===== src/ecc_consts.svh =====
`ifndef ECC_CONSTS_SVH
`define ECC_CONSTS_SVH

// ----------------------------------------
// code geometry
// ----------------------------------------
`define ECC_DBITS 64 // data word.
`define ECC_CBITS 8 // 7 hamming bits and the overall parity.
`define ECC_TBITS 72 // stored codeword.

// ----------------------------------------
// storage and flow control
// ----------------------------------------
`define ECC_FIFO_DEPTH 8 // buffer entries, producer credits at reset.
`define ECC_OUT_DEPTH 2 // result queue entries, buffer credits at reset.
`define ECC_CNT_W 4 // holds 0..ECC_FIFO_DEPTH.

`endif


===== src/ecc_pkg.sv =====
`include "ecc_consts.svh"

package ecc_pkg;

  typedef logic [`ECC_DBITS-1:0] data_t;
  typedef logic [`ECC_CBITS-1:0] chk_t;
  typedef logic [`ECC_TBITS-1:0] codeword_t; // {data, chk}.

  typedef enum logic [1:0] {
    ECC_OK,
    ECC_CORRECTED,
    ECC_UNCORRECTABLE
  } ecc_status_e;

  // ----------------------------------------
  // hamming layout helpers
  // ----------------------------------------
  // data bit j sits at the j-th non power of two position in 3..71.
  function automatic logic [`ECC_CBITS-2:0] hamming_chk(data_t d);
    logic [`ECC_CBITS-2:0] c;
    int j;
    c = '0;
    j = 0;
    for (int p = 1; p < `ECC_TBITS; p++) begin
      if ((p & (p - 1)) != 0) begin
        for (int k = 0; k < `ECC_CBITS - 1; k++) begin
          if (p[k]) c[k] ^= d[j];
        end
        j++;
      end
    end
    return c;
  endfunction

  // one-hot data mask for the position a syndrome names, zero for check bits.
  function automatic data_t syn_flip_mask(logic [`ECC_CBITS-2:0] syn);
    data_t m;
    int j;
    m = '0;
    j = 0;
    for (int p = 1; p < `ECC_TBITS; p++) begin
      if ((p & (p - 1)) != 0) begin
        if (p == int'(syn)) m[j] = 1'b1;
        j++;
      end
    end
    return m;
  endfunction

endpackage


===== src/ecc_buffer.sv =====
`include "ecc_consts.svh"

module ecc_buffer (
  input  logic               clk,
  input  logic               i_rst_n,
  // from producer
  input  logic               i_valid,
  input  ecc_pkg::codeword_t i_codeword,
  output logic               o_credit,
  // to consumer
  input  logic               i_credit,
  output logic               o_valid,
  output ecc_pkg::codeword_t o_codeword
);

  localparam int AW = $clog2(`ECC_FIFO_DEPTH);

  ecc_pkg::codeword_t    mem [`ECC_FIFO_DEPTH];
  logic [AW-1:0]         wr_ptr;
  logic [AW-1:0]         rd_ptr;
  logic [`ECC_CNT_W-1:0] entries;
  logic [`ECC_CNT_W-1:0] credits;
  logic                  pop;

  // producer credits guarantee room, so every push is taken.
  assign pop = (entries != '0) && (credits != '0);

  // ----------------------------------------
  // storage
  // ----------------------------------------
  always_ff @(posedge clk) begin
    if (i_valid) begin
      mem[wr_ptr] <= i_codeword;
    end
    if (pop) begin
      o_codeword <= mem[rd_ptr];
    end
  end

  // ----------------------------------------
  // pointers, occupancy and credits
  // ----------------------------------------
  always_ff @(posedge clk) begin
    if (!i_rst_n) begin
      wr_ptr  <= '0;
      rd_ptr  <= '0;
      entries <= '0;
      credits <= `ECC_CNT_W'(`ECC_OUT_DEPTH);
      o_valid <= 1'b0;
    end else begin
      o_valid <= pop;
      if (i_valid) begin
        wr_ptr <= wr_ptr + 1'b1; // depth is a power of two.
      end
      if (pop) begin
        rd_ptr <= rd_ptr + 1'b1;
      end
      case ({i_valid, pop})
        2'b10:   entries <= entries + 1'b1;
        2'b01:   entries <= entries - 1'b1;
        default: entries <= entries;
      endcase
      case ({pop, i_credit})
        2'b10:   credits <= credits - 1'b1;
        2'b01:   credits <= credits + 1'b1;
        default: credits <= credits;
      endcase
    end
  end

  // a slot frees up as the entry leaves.
  assign o_credit = o_valid;

endmodule


===== src/ecc_decoder.sv =====
`include "ecc_consts.svh"

module ecc_decoder (
  input  logic                 clk,
  input  logic                 i_rst_n,
  // from buffer
  input  logic                 i_valid,
  input  ecc_pkg::codeword_t   i_codeword,
  output logic                 o_credit,
  // read side
  output logic                 o_rd_valid,
  output ecc_pkg::data_t       o_rd_data,
  output ecc_pkg::ecc_status_e o_rd_status,
  input  logic                 i_rd_ready
);

  localparam int QAW = $clog2(`ECC_OUT_DEPTH);

  ecc_pkg::data_t        rx_data;
  ecc_pkg::chk_t         rx_chk;
  logic [`ECC_CBITS-2:0] syn;
  logic                  par_err;
  ecc_pkg::data_t        dec_data;
  ecc_pkg::ecc_status_e  dec_status;

  ecc_pkg::data_t        q_data [`ECC_OUT_DEPTH];
  ecc_pkg::ecc_status_e  q_stat [`ECC_OUT_DEPTH];
  logic [QAW-1:0]        q_wr_ptr;
  logic [QAW-1:0]        q_rd_ptr;
  logic [`ECC_CNT_W-1:0] q_cnt;
  logic                  pop;

  // ----------------------------------------
  // syndrome and correction
  // ----------------------------------------
  assign rx_data = i_codeword[`ECC_TBITS-1:`ECC_CBITS];
  assign rx_chk  = i_codeword[`ECC_CBITS-1:0];
  assign syn     = ecc_pkg::hamming_chk(rx_data) ^ rx_chk[`ECC_CBITS-2:0];
  assign par_err = ^i_codeword; // even overall parity expected.

  always_comb begin
    dec_data   = rx_data;
    dec_status = ecc_pkg::ECC_OK;
    if (par_err) begin
      // odd number of flips, taken as one. zero syndrome is the parity bit itself.
      dec_data   = rx_data ^ ecc_pkg::syn_flip_mask(syn);
      dec_status = ecc_pkg::ECC_CORRECTED;
    end else if (syn != '0) begin
      dec_status = ecc_pkg::ECC_UNCORRECTABLE; // data left as received.
    end
  end

  // ----------------------------------------
  // result queue
  // ----------------------------------------
  assign o_rd_valid  = (q_cnt != '0);
  assign o_rd_data   = q_data[q_rd_ptr];
  assign o_rd_status = q_stat[q_rd_ptr];
  assign pop         = o_rd_valid & i_rd_ready;

  always_ff @(posedge clk) begin
    if (i_valid) begin
      q_data[q_wr_ptr] <= dec_data;
      q_stat[q_wr_ptr] <= dec_status;
    end
  end

  always_ff @(posedge clk) begin
    if (!i_rst_n) begin
      q_wr_ptr <= '0;
      q_rd_ptr <= '0;
      q_cnt    <= '0;
      o_credit <= 1'b0;
    end else begin
      o_credit <= pop; // one pulse per result read out.
      if (i_valid) begin
        q_wr_ptr <= q_wr_ptr + 1'b1;
      end
      if (pop) begin
        q_rd_ptr <= q_rd_ptr + 1'b1;
      end
      case ({i_valid, pop})
        2'b10:   q_cnt <= q_cnt + 1'b1;
        2'b01:   q_cnt <= q_cnt - 1'b1;
        default: q_cnt <= q_cnt;
      endcase
    end
  end

endmodule


===== src/ecc_encoder.sv =====
`include "ecc_consts.svh"

module ecc_encoder (
  input  logic               clk,
  input  logic               i_rst_n,
  // write side
  input  logic               i_wr_valid,
  input  ecc_pkg::data_t     i_wr_data,
  input  ecc_pkg::codeword_t i_wr_err_mask,
  output logic               o_wr_ready,
  // to buffer
  input  logic               i_credit,
  output logic               o_valid,
  output ecc_pkg::codeword_t o_codeword
);

  logic [`ECC_CNT_W-1:0]   credits;
  logic                    send;
  logic [`ECC_CBITS-2:0]   ham;
  ecc_pkg::chk_t           chk;
  ecc_pkg::codeword_t      clean_cw;
  ecc_pkg::codeword_t      stored_cw;

  // ----------------------------------------
  // check bit generation
  // ----------------------------------------
  always_comb begin
    ham       = ecc_pkg::hamming_chk(i_wr_data);
    chk       = {^{i_wr_data, ham}, ham}; // overall parity on top.
    clean_cw  = {i_wr_data, chk};
    stored_cw = clean_cw ^ i_wr_err_mask; // fault injection.
  end

  // ----------------------------------------
  // credit accounting
  // ----------------------------------------
  assign o_wr_ready = (credits != '0);
  assign send       = i_wr_valid & o_wr_ready;

  always_ff @(posedge clk) begin
    if (!i_rst_n) begin
      credits <= `ECC_CNT_W'(`ECC_FIFO_DEPTH);
    end else begin
      case ({send, i_credit})
        2'b10:   credits <= credits - 1'b1;
        2'b01:   credits <= credits + 1'b1;
        default: credits <= credits; // none, or spend and return together.
      endcase
    end
  end

  // ----------------------------------------
  // output register
  // ----------------------------------------
  always_ff @(posedge clk) begin
    if (!i_rst_n) begin
      o_valid <= 1'b0;
    end else begin
      o_valid <= send; // one cycle per codeword.
    end
  end

  always_ff @(posedge clk) begin
    if (send) begin
      o_codeword <= stored_cw;
    end
  end

endmodule


===== src/ecc_top.sv =====
module ecc_top (
  input  logic                 clk,
  input  logic                 i_rst_n,
  // write side
  input  logic                 i_wr_valid,
  input  ecc_pkg::data_t       i_wr_data,
  input  ecc_pkg::codeword_t   i_wr_err_mask,
  output logic                 o_wr_ready,
  // read side
  output logic                 o_rd_valid,
  output ecc_pkg::data_t       o_rd_data,
  output ecc_pkg::ecc_status_e o_rd_status,
  input  logic                 i_rd_ready
);

  // ----------------------------------------
  // internal credit links
  // ----------------------------------------
  logic               enc_valid;
  ecc_pkg::codeword_t enc_codeword;
  logic               buf_credit; // buffer to producer.
  logic               buf_valid;
  ecc_pkg::codeword_t buf_codeword;
  logic               dec_credit; // consumer to buffer.

  ecc_encoder u_encoder (
    .clk           (clk),
    .i_rst_n       (i_rst_n),
    .i_wr_valid    (i_wr_valid),
    .i_wr_data     (i_wr_data),
    .i_wr_err_mask (i_wr_err_mask),
    .o_wr_ready    (o_wr_ready),
    .i_credit      (buf_credit),
    .o_valid       (enc_valid),
    .o_codeword    (enc_codeword)
  );

  ecc_buffer u_buffer (
    .clk        (clk),
    .i_rst_n    (i_rst_n),
    .i_valid    (enc_valid),
    .i_codeword (enc_codeword),
    .o_credit   (buf_credit),
    .i_credit   (dec_credit),
    .o_valid    (buf_valid),
    .o_codeword (buf_codeword)
  );

  ecc_decoder u_decoder (
    .clk         (clk),
    .i_rst_n     (i_rst_n),
    .i_valid     (buf_valid),
    .i_codeword  (buf_codeword),
    .o_credit    (dec_credit),
    .o_rd_valid  (o_rd_valid),
    .o_rd_data   (o_rd_data),
    .o_rd_status (o_rd_status),
    .i_rd_ready  (i_rd_ready)
  );

endmodule


===== config.mk =====
export PLATFORM = sky130hd
export DESIGN_NAME = ecc_top
export DESIGN_NICKNAME = d
export VERILOG_FILES = /design/src/ecc_pkg.sv /design/src/ecc_buffer.sv /design/src/ecc_decoder.sv /design/src/ecc_encoder.sv /design/src/ecc_top.sv
export VERILOG_INCLUDE_DIRS = /design/src /design/src/src
export SDC_FILE = /design/constraint.sdc
export NUM_CORES = 1
export LEC_CHECK = 0
export BUFFER_PORTS_ARGS = -buffer_cell sky130_fd_sc_hd__buf_2
export CORE_MARGIN = 1
export CORE_UTILIZATION = 55
export CTS_BUF_LIST = sky130_fd_sc_hd__clkbuf_16
export CTS_CLUSTER_SIZE = 16
export DETAILED_ROUTE_END_ITERATION = 12
export PLACE_DENSITY_LB_ADDON = 0.2
export REMOVE_ABC_BUFFERS = 1
export SLEW_MARGIN = 25
export SYNTH_ARGS = -nofsm -noshare
export SYNTH_HDL_FRONTEND = slang
export SYNTH_SLANG_ARGS = --single-unit

===== constraint.sdc =====
create_clock -name clk -period 6.2 [get_ports clk]
set_input_delay 1.86 -clock clk [delete_from_list [all_inputs] [get_ports clk]]
set_output_delay 1.86 -clock clk [all_outputs]
set_load 0.01 [all_outputs]

==> reports/summary.log, run 1 <==
[placed_design] number of cells in the design after placement 2892
[setup_path] worst stage delay on the critical path 0.74 ns
[placed_design] count of port buffers added during placement 207
[sta] Hold Fails Final Rpt 0
[clocking] TritonCTS clock tree built
[yosys] most numerous cell types in the synthesized netlist sky130_fd_sc_hd__edfxtp_1 (852), sky130_fd_sc_hd__xnor2_1 (258), sky130_fd_sc_hd__mux4_2 (144)
[setup_path] crit path kind reg2out
[grt] GRT Residual Overflow 0
[layout] number of antenna diodes 0
[yosys] Yosys top cell area share 69.7%
[sta] Tcrit/Tclk final 69.1%
[setup_path] critical path launch point type flip-flop
[setup_path] Buffers & Inverters on Critical Path 2
[clocking] clock tree root driver cell sky130_fd_sc_hd__clkbuf_16
[placed_design] RePlAce Congestion 0.906
[floorplan] core region area 65900 sq um
[yosys] count of flip-flops with a built-in enable after synthesis 852
[grt] antenna violations before repair 10
[yosys] post-synthesis sequential area ratio 71.2%
[sta] relative max-transition margin 25.1%
[route] WL final 80100 um
[sta] unrepaired setup endpoints after global routing no
[yosys] count leader, synth sky130_fd_sc_hd__edfxtp_1
[setup_path] cell type group with the largest total delay on the critical path flip-flops
[sta] Setup Skew 0.0213 ns
[floorplan] IO Pins 208
[yosys] mapped cell area 36700 sq um
[grt] global-route wire length before repair 117000 um
[clocking] number of buffers created by CTS 88
[min_path] Worst Min Path Start u_decoder.q_cnt[3]$_SDFFE_PN0P_
[yosys] leading cell types by total area after synthesis sky130_fd_sc_hd__edfxtp_1 (70%), sky130_fd_sc_hd__mux4_2 (8.8%), sky130_fd_sc_hd__xnor2_1 (6.2%), sky130_fd_sc_hd__mux2_2 (4.2%), sky130_fd_sc_hd__xor2_1 (2.4%)
[sta] final max-slew violation count 0
[floorplan] Initial Util 55.7%
[layout] post-layout net count 2276
[grt] maximum number of pins on one net before global-route repair 147
[route] detailed-routing iteration count for the pre-antenna-repair pass 5
[layout] area growth from synthesis to layout 13.9%
[route] remaining antenna violation count after routing 0
[sta] Max Freq 233 MHz
[yosys] flop and latch count out of synthesis 880
[placed_design] estimated wirelength of the detail-placed design 51700 um
[clocking] clock slew at the register clock pins of the worst setup and hold paths 0.06 ns
[floorplan] site row count 94
[yosys] most used flip-flop cell after synthesis sky130_fd_sc_hd__edfxtp_1
[layout] Finished Layout Cells 3055
[yosys] synthesized area divided by synthesized cell count 19.8 sq um
[yosys] cell type with the largest total area after synthesis sky130_fd_sc_hd__edfxtp_1
[route] number of design rule violations left after detail routing 0
[yosys] count of different cell masters after synthesis 52
[sta] setup-violating endpoint count in the final report 0
[setup_path] slowest stage cell, crit path sky130_fd_sc_hd__dfxtp_4
[min_path] worst hold path class reg2reg
[grt] via count of the first global-routing pass 17800
[route] Wirelength per Cell 26.2 um
[floorplan] die height 260 um
[setup_path] cell-by-cell trace of the critical path buf_4 > mux2_2 > buf_2
[yosys] instance count of the mapped netlist 1852
[route] detail-routed via count per cell 5.77
[clocking] maximum count of clock buffers along a single path 3
[clocking] count of hold buffers inserted by post-cts repair 0
[route] number of design-rule violations left by the first detailed-router iteration 1686
[setup_path] critical-path maximum fanout 45
[clocking] post-CTS setup repair buffer count 0
[grt] global-route usage over all layers 24.1%
[sta] slew at the pin with the worst max-slew slack 1.12 ns
[setup_path] kind of end point of the critical path primary output
[layout] fin area 41800 sq um
[clocking] number of gates resized after cts 0
[floorplan] die extent in x 260 um
[sta] final critical path time including I/O delays and setup 4.29 ns
[yosys] YS warnings 0
[clocking] clock latency of the later-clocked register in the worst-skew pair 0.65 ns
[run] count of max-cap constraint violations 0
[placed_design] DP Area 38900 sq um
[outcome] outcome complete, no violations
[sta] worst hold slack 0.492 ns
[setup_path] worst reg2reg startpoint u_buffer.o_codeword[48]$_DFFE_PP_
[yosys] share of flip-flops with an asynchronous set or reset after synthesis 0%
[layout] final core area utilization 63.5%
[floorplan] Total Die Area 67800 sq um
[setup_path] required time at the endpoint of the critical path 4.34 ns
[clocking] Num Clock Sinks 880
[setup_path] data arrival time of the critical path 2.43 ns
[setup_path] setup slack of the worst register-to-register path 2.19 ns
[layout] layout cells sized above 1 30.8%
[clocking] number of levels in the clock H-tree 3
[route] routed vias 17600
## state kept, by name, indices dropped and copies added (netlist names), 3 cells and up, named ones only
name / flops
u_buffer.mem: 576
u_decoder.q_data: 128
u_buffer.o_codeword: 72
u_encoder.o_codeword: 72
u_buffer.credits: 4
u_buffer.entries: 4
u_decoder.q_cnt: 4
u_decoder.q_stat: 4
u_encoder.credits: 4
u_buffer.rd_ptr: 3
u_buffer.wr_ptr: 3
## area by class of cell
type / count / area, sq um
clock inverter: 75 / 708
sequential: 880 / 26200
clock buffer: 88 / 2200
multi-input combinational: 902 / 10400
tap: 864 / 1080
inverter: 13 / 50.0
fill: 4504 / 24000
timing repair buffer: 233 / 1260
## cells by family after synthesis
kind of cell,synth area share [%]
adder cells (fa/ha/maj),0.695
flip-flops,71.2
multiplexers,13.3
buffers and inverters,0.804
AND/OR/NAND/NOR,2.24
XOR/XNOR,11.2
AO/OA/AOI/OAI,0.481
## placed cells by master, fill, tap and decap left out, types with 14 or more instances in the layout
cell,instances
sky130_fd_sc_hd__clkinv_2,16
sky130_fd_sc_hd__xnor3_1,36
sky130_fd_sc_hd__inv_1,27
sky130_fd_sc_hd__and2_1,18
sky130_fd_sc_hd__mux2_2,138
sky130_fd_sc_hd__edfxtp_1,852
sky130_fd_sc_hd__buf_2,207
sky130_fd_sc_hd__nor2_1,24
sky130_fd_sc_hd__xnor2_1,258
sky130_fd_sc_hd__ha_1,14
sky130_fd_sc_hd__xor2_1,99
sky130_fd_sc_hd__nand3_1,32
sky130_fd_sc_hd__mux4_2,144
sky130_fd_sc_hd__clkinv_1,18
sky130_fd_sc_hd__nand2_1,42
sky130_fd_sc_hd__dfxtp_1,24
sky130_fd_sc_hd__buf_4,23
sky130_fd_sc_hd__clkbuf_16,88
## metrics by stage
stage	setup WS (ns)	setup TNS, ns
after detailed placement	1.68	0
after global routing	1.82	0
after CTS	1.49	0
after global placement	1.65	0
after floorplan	-0.969	-71.44
final	1.91	0
## layer usage
| metal | global-route usage (%) | share of wire, % | vias up |
|---|---|---|---|
| met2 | 38.9 | 49 | 604 |
| li1 | - | - | 7748 |
| met4 | 8.45 | 2.9 | 4 |
| met1 | 34.0 | 42 | 9142 |
| met3 | 3.17 | 5.9 | 118 |
| met5 | 0 | 0.034 | - |
## final timing paths
kind / endpoint / cells past startpoint
min: u_decoder.q_cnt[3]$_SDFFE_PN0P_ / 2
min reg2reg: u_decoder.q_cnt[3]$_SDFFE_PN0P_ / 2
max reg2reg: u_decoder.q_data[0][29]$_DFFE_PP_ / 8
max: o_rd_data[5] / 3
## tightest hold or removal path, stage by stage, from the launching register on
cell and delay, ns:
sky130_fd_sc_hd__dfxtp_1 0.31, sky130_fd_sc_hd__o21ai_0 0.06, sky130_fd_sc_hd__a21boi_0 0.07
Power of run 1 is not shown: default switching activity piles up to over one toggle a cycle in this logic, so the estimate is an artifact.
==> run 2, diff against run 1 <==
--- a/config.mk
+++ b/config.mk
@@ -6,9 +6,10 @@
 export SDC_FILE = /design/constraint.sdc
 export NUM_CORES = 1
 export LEC_CHECK = 0
+export ABC_AREA = 1
 export BUFFER_PORTS_ARGS = -buffer_cell sky130_fd_sc_hd__buf_2
 export CORE_MARGIN = 1
-export CORE_UTILIZATION = 55
+export CORE_UTILIZATION = 56
 export CTS_BUF_LIST = sky130_fd_sc_hd__clkbuf_16
 export CTS_CLUSTER_SIZE = 16
 export DETAILED_ROUTE_END_ITERATION = 12
==> constraint.sdc (replaced) <==
create_clock -name clk -period 3.9 [get_ports clk]
set_input_delay 1.17 -clock clk [delete_from_list [all_inputs] [get_ports clk]]
set_output_delay 1.17 -clock clk [all_outputs]
set_load 0.01 [all_outputs]
==> run 2 against run 1 <==
Against the previous run:
- the run now ends with antenna rules left
- non-clock buffer count is 35 higher
- flip-flop and latch count stayed put
- design area increased by 7.3%
- area after synthesis rose by 8.3%
- sequential share of layout area fell by 4.3 points
- register-to-register slack got worse by 1.5 ns
- clock-buffer cell count increased by 1
- global-route usage rose by 2.7 points
- hold slack lost 0.046 ns
- first-iteration DRC count grew 40%
- critical path type unchanged
- critical endpoint is now o_rd_data[29]
- largest cell class unchanged
==> reports/summary.log, run 2 <==
[outcome] outcome finished with violations
[outcome] failing checks antenna rules
[sta] setup-violating endpoint count in the final report 0 [unchanged]
[floorplan] IO Pins 208 [unchanged]
[yosys] count of different cell masters after synthesis 36 [-31%]
[yosys] most used flip-flop cell after synthesis sky130_fd_sc_hd__edfxtp_1
[yosys] leading cell types by total area after synthesis sky130_fd_sc_hd__edfxtp_1 (64%), sky130_fd_sc_hd__nand2_1 (5.8%), sky130_fd_sc_hd__nor2_1 (5.1%), sky130_fd_sc_hd__o21ai_0 (3.9%), sky130_fd_sc_hd__xor2_1 (3.7%)
[yosys] count of flip-flops with a built-in enable after synthesis 852 [unchanged]
[sta] unrepaired setup endpoints after global routing no
[setup_path] Buffers & Inverters on Critical Path 2 [unchanged]
[clocking] count of hold buffers inserted by post-cts repair 0 [unchanged]
[layout] post-layout net count 3870 [+70%]
[route] WL final 95900 um [+20%]
[route] Wirelength per Cell 20.3 um [-23%]
[setup_path] critical-path maximum fanout 22 [-51%]
[yosys] mapped cell area 39800 sq um [+8.3%]
[setup_path] crit path kind reg2out
[setup_path] critical path launch point type flip-flop
[setup_path] cell-by-cell trace of the critical path buf_4 > mux2_2 > buf_2
[yosys] flop and latch count out of synthesis 880 [unchanged]
[clocking] number of levels in the clock H-tree 3 [unchanged]
[yosys] share of synthesized cell area in and, or, nand and nor gates 13.7% [+12 points]
[sta] Tcrit/Tclk final 87.0%
[clocking] TritonCTS clock tree built
[grt] global-route usage over all layers 26.8% [+2.7 points]
[layout] max FFs per register 576 [unchanged]
[yosys] share of flip-flops with an asynchronous set or reset after synthesis 0% [unchanged]
[setup_path] setup slack of the worst register-to-register path 0.69 ns [-1.50 ns]
[min_path] Worst Min Path Start u_decoder.q_rd_ptr$_SDFFE_PN0P_
[floorplan] die extent in x 268 um [+3.1%]
[floorplan] core region area 70100 sq um [+6.5%]
[floorplan] Initial Util 56.7% [+0.94 points]
[yosys] post-synthesis sequential area ratio 65.8% [-5.5 points]
[route] number of design-rule violations left by the first detailed-router iteration 2359 [+40%]
[clocking] clock slew at the register clock pins of the worst setup and hold paths 0.06 ns [about the same]
[grt] antenna violations before repair 5 [-5]
[grt] via count of the first global-routing pass 24200 [+36%]
[min_path] worst hold path class reg2reg
[layout] fin area 44900 sq um [+7.3%]
[clocking] post-CTS setup repair buffer count 0 [unchanged]
[route] detailed-routing iteration count for the pre-antenna-repair pass 6 [+1]
[layout] layout cells sized above 1 14.1% [-17 points]
[layout] register name with the most flops u_buffer.mem
[route] number of design rule violations left after detail routing 0 [unchanged]
[grt] global-route wire length before repair 142000 um [+22%]
[yosys] cell type with the largest total area after synthesis sky130_fd_sc_hd__edfxtp_1
[clocking] clock tree root driver cell sky130_fd_sc_hd__clkbuf_16
[placed_design] RePlAce Congestion 0.942 [+3.9%]
[grt] GRT Residual Overflow 0 [unchanged]
[sta] final critical path time including I/O delays and setup 3.39 ns
[clocking] maximum count of clock buffers along a single path 3 [unchanged]
[layout] fill cell instance count of the final layout 5349 [+19%]
[placed_design] estimated wirelength of the detail-placed design 64200 um [+24%]
[placed_design] DP Area 42100 sq um [+8.3%]
[yosys] synthesized area divided by synthesized cell count 11.3 sq um [-43%]
[yosys] arithmetic-cell share of the synthesized area counting full adders, half adders and majority gates 0.642% [-0.053 points]
[floorplan] site row count 97 [+3.2%]
[sta] slew at the pin with the worst max-slew slack 1.01 ns [-0.112 ns]
[floorplan] die height 268 um [+3.1%]
[route] detail-routed via count per cell 5.49 [-4.8%]
[sta] Setup Skew 0.0171 ns [-0.00422 ns]
[setup_path] Register-to-Register Path Depth 13 [+5]
[setup_path] worst reg2reg startpoint u_buffer.o_codeword[27]$_DFFE_PP_
[layout] biggest registers after layout u_buffer.mem x576, u_decoder.q_data x128
[layout] commonest cells after routing, fill and taps aside sky130_fd_sc_hd__edfxtp_1 (852), sky130_fd_sc_hd__nand2_1 (616), sky130_fd_sc_hd__nor2_1 (536), sky130_fd_sc_hd__o21ai_0 (306), sky130_fd_sc_hd__inv_1 (226)
[layout] area growth from synthesis to layout 12.9%
[route] remaining antenna violation count after routing 1 [+1]
[sta] final max-slew violation count 0 [unchanged]
[yosys] synthesized-area fraction occupied by ao, oa, aoi and oai cells 6.51% [+6.0 points]
[setup_path] cell type group with the largest total delay on the critical path flip-flops
[clocking] number of gates resized after cts 0 [unchanged]
[yosys] YS warnings 0 [unchanged]
[grt] maximum number of pins on one net before global-route repair 89 [-39%]
[yosys] Yosys top cell area share 64.3% [-5.3 points]
[yosys] synthesized-area fraction occupied by xor and xnor cells 7.90% [-3.3 points]
[setup_path] data arrival time of the critical path 2.22 ns [-0.21 ns]
[yosys] portion of netlist area occupied by mux cells 1.87% [-11 points]
[route] routed vias 26000 [+47%]
[setup_path] required time at the endpoint of the critical path 2.73 ns [-1.61 ns]
[yosys] dominant combinational cell family by area after synthesis simple AND/OR/NAND/NOR gates
[clocking] clock latency of the later-clocked register in the worst-skew pair 0.63 ns [-0.02 ns]
[sta] relative max-transition margin 32.2% [+7.1 points]
[layout] commonest non-fill, non-tap cell in the layout sky130_fd_sc_hd__edfxtp_1
[sta] Max Freq 295 MHz
[run] count of max-cap constraint violations 0 [unchanged]
[clocking] number of buffers created by CTS 87 [-1.1%]
[min_path] depth of the worst hold-timing path 1 [-1]
[yosys] instance count of the mapped netlist 3507 [+89%]
[sta] Hold Fails Final Rpt 0 [unchanged]
[floorplan] Total Die Area 72100 sq um [+6.3%]
[clocking] Num Clock Sinks 880 [unchanged]
[yosys] most numerous cell types in the synthesized netlist sky130_fd_sc_hd__edfxtp_1 (852), sky130_fd_sc_hd__nand2_1 (616), sky130_fd_sc_hd__nor2_1 (545)
[placed_design] count of port buffers added during placement 207 [unchanged]
[setup_path] worst stage delay on the critical path 0.70 ns [-0.04 ns]
[setup_path] kind of end point of the critical path primary output
[yosys] count leader, synth sky130_fd_sc_hd__edfxtp_1
[setup_path] capture point of the worst reg-to-reg path u_decoder.q_data[0][14]$_DFFE_PP_
[setup_path] slowest stage cell, crit path sky130_fd_sc_hd__dfxtp_2
[run 2: cell count changes in the layout (fill, tap and decap cells not counted), sizes merged, moves of 86 or more]
| cell | delta |
|---|---|
| mux4 | -144 |
| nand2 | +593 |
| inv | +207 |
| nor2 | +533 |
| xnor2 | -86 |
| o21ai | +296 |
[run 2: final cells by class]
cell class	instances	area (sq um)	area share (%)
well taps	940	1180	2.62
clock buffers	89	2230	4.96
flip-flops and latches	880	26200	58.3
inverters	219	833	1.86
diodes	5	12.5	0.0279
clock inverters	71	519	1.16
multi-input cells	2256	12300	27.3
repair buffers	268	1690	3.77
[run 2: how the worst max path moves through the flow]
stage | end | cells past startpoint | slack, ns | startpoint
3_3_place_gp | u_encoder.o_codeword[7]$_DFFE_PP_ | 18 | 0.17 | i_wr_data[63]
2_1_floorplan | u_buffer.o_codeword[0]$_DFFE_PP_ | 5 | -7.99 | u_buffer.rd_ptr[0]$_SDFFE_PN0P_
4_1_cts | o_rd_data[29] | 3 | 0.42 | flip-flop
5_1_grt | o_rd_data[29] | 3 | 0.37 | flip-flop
6_report | o_rd_data[29] | 3 | 0.51 | flip-flop
3_5_place_dp | u_encoder.o_codeword[7]$_DFFE_PP_ | 16 | 0.23 | i_wr_data[63]
[run 2: per-layer routing]
layer | vias to the layer above | global-route usage [%] | part of all wire [%]
met5 | - | 0 | 0
met4 | 0 | 9.12 | 3.1
met3 | 155 | 3.55 | 7.2
met2 | 1008 | 44.4 | 48
met1 | 12400 | 36.6 | 42
li1 | 12400 | - | -
[run 2: logic make-up after synthesis]
group / Yosys count
AO/OA/AOI/OAI: 479
XOR/XNOR: 348
adder cells (fa/ha/maj): 18
buffers and inverters: 371
flip-flops: 880
multiplexers: 66
AND/OR/NAND/NOR: 1345
[run 2: metrics by stage]
stage	setup TNS, ns	setup WS [ns]	hold slack (ns)	utilization, %	cells
3_5_place_dp	0	0.232	0.438	60.0	4563
3_3_place_gp	0	0.169	0.431	60.0	4563
6_report	0	0.506	0.446	64.0	4728
5_1_grt	0	0.372	0.484	64.0	4723
2_1_floorplan	-706.35	-7.99	0.425	-	3355
4_1_cts	0	0.417	0.447	64.0	4723
Power of run 2 is left out for the same reason.
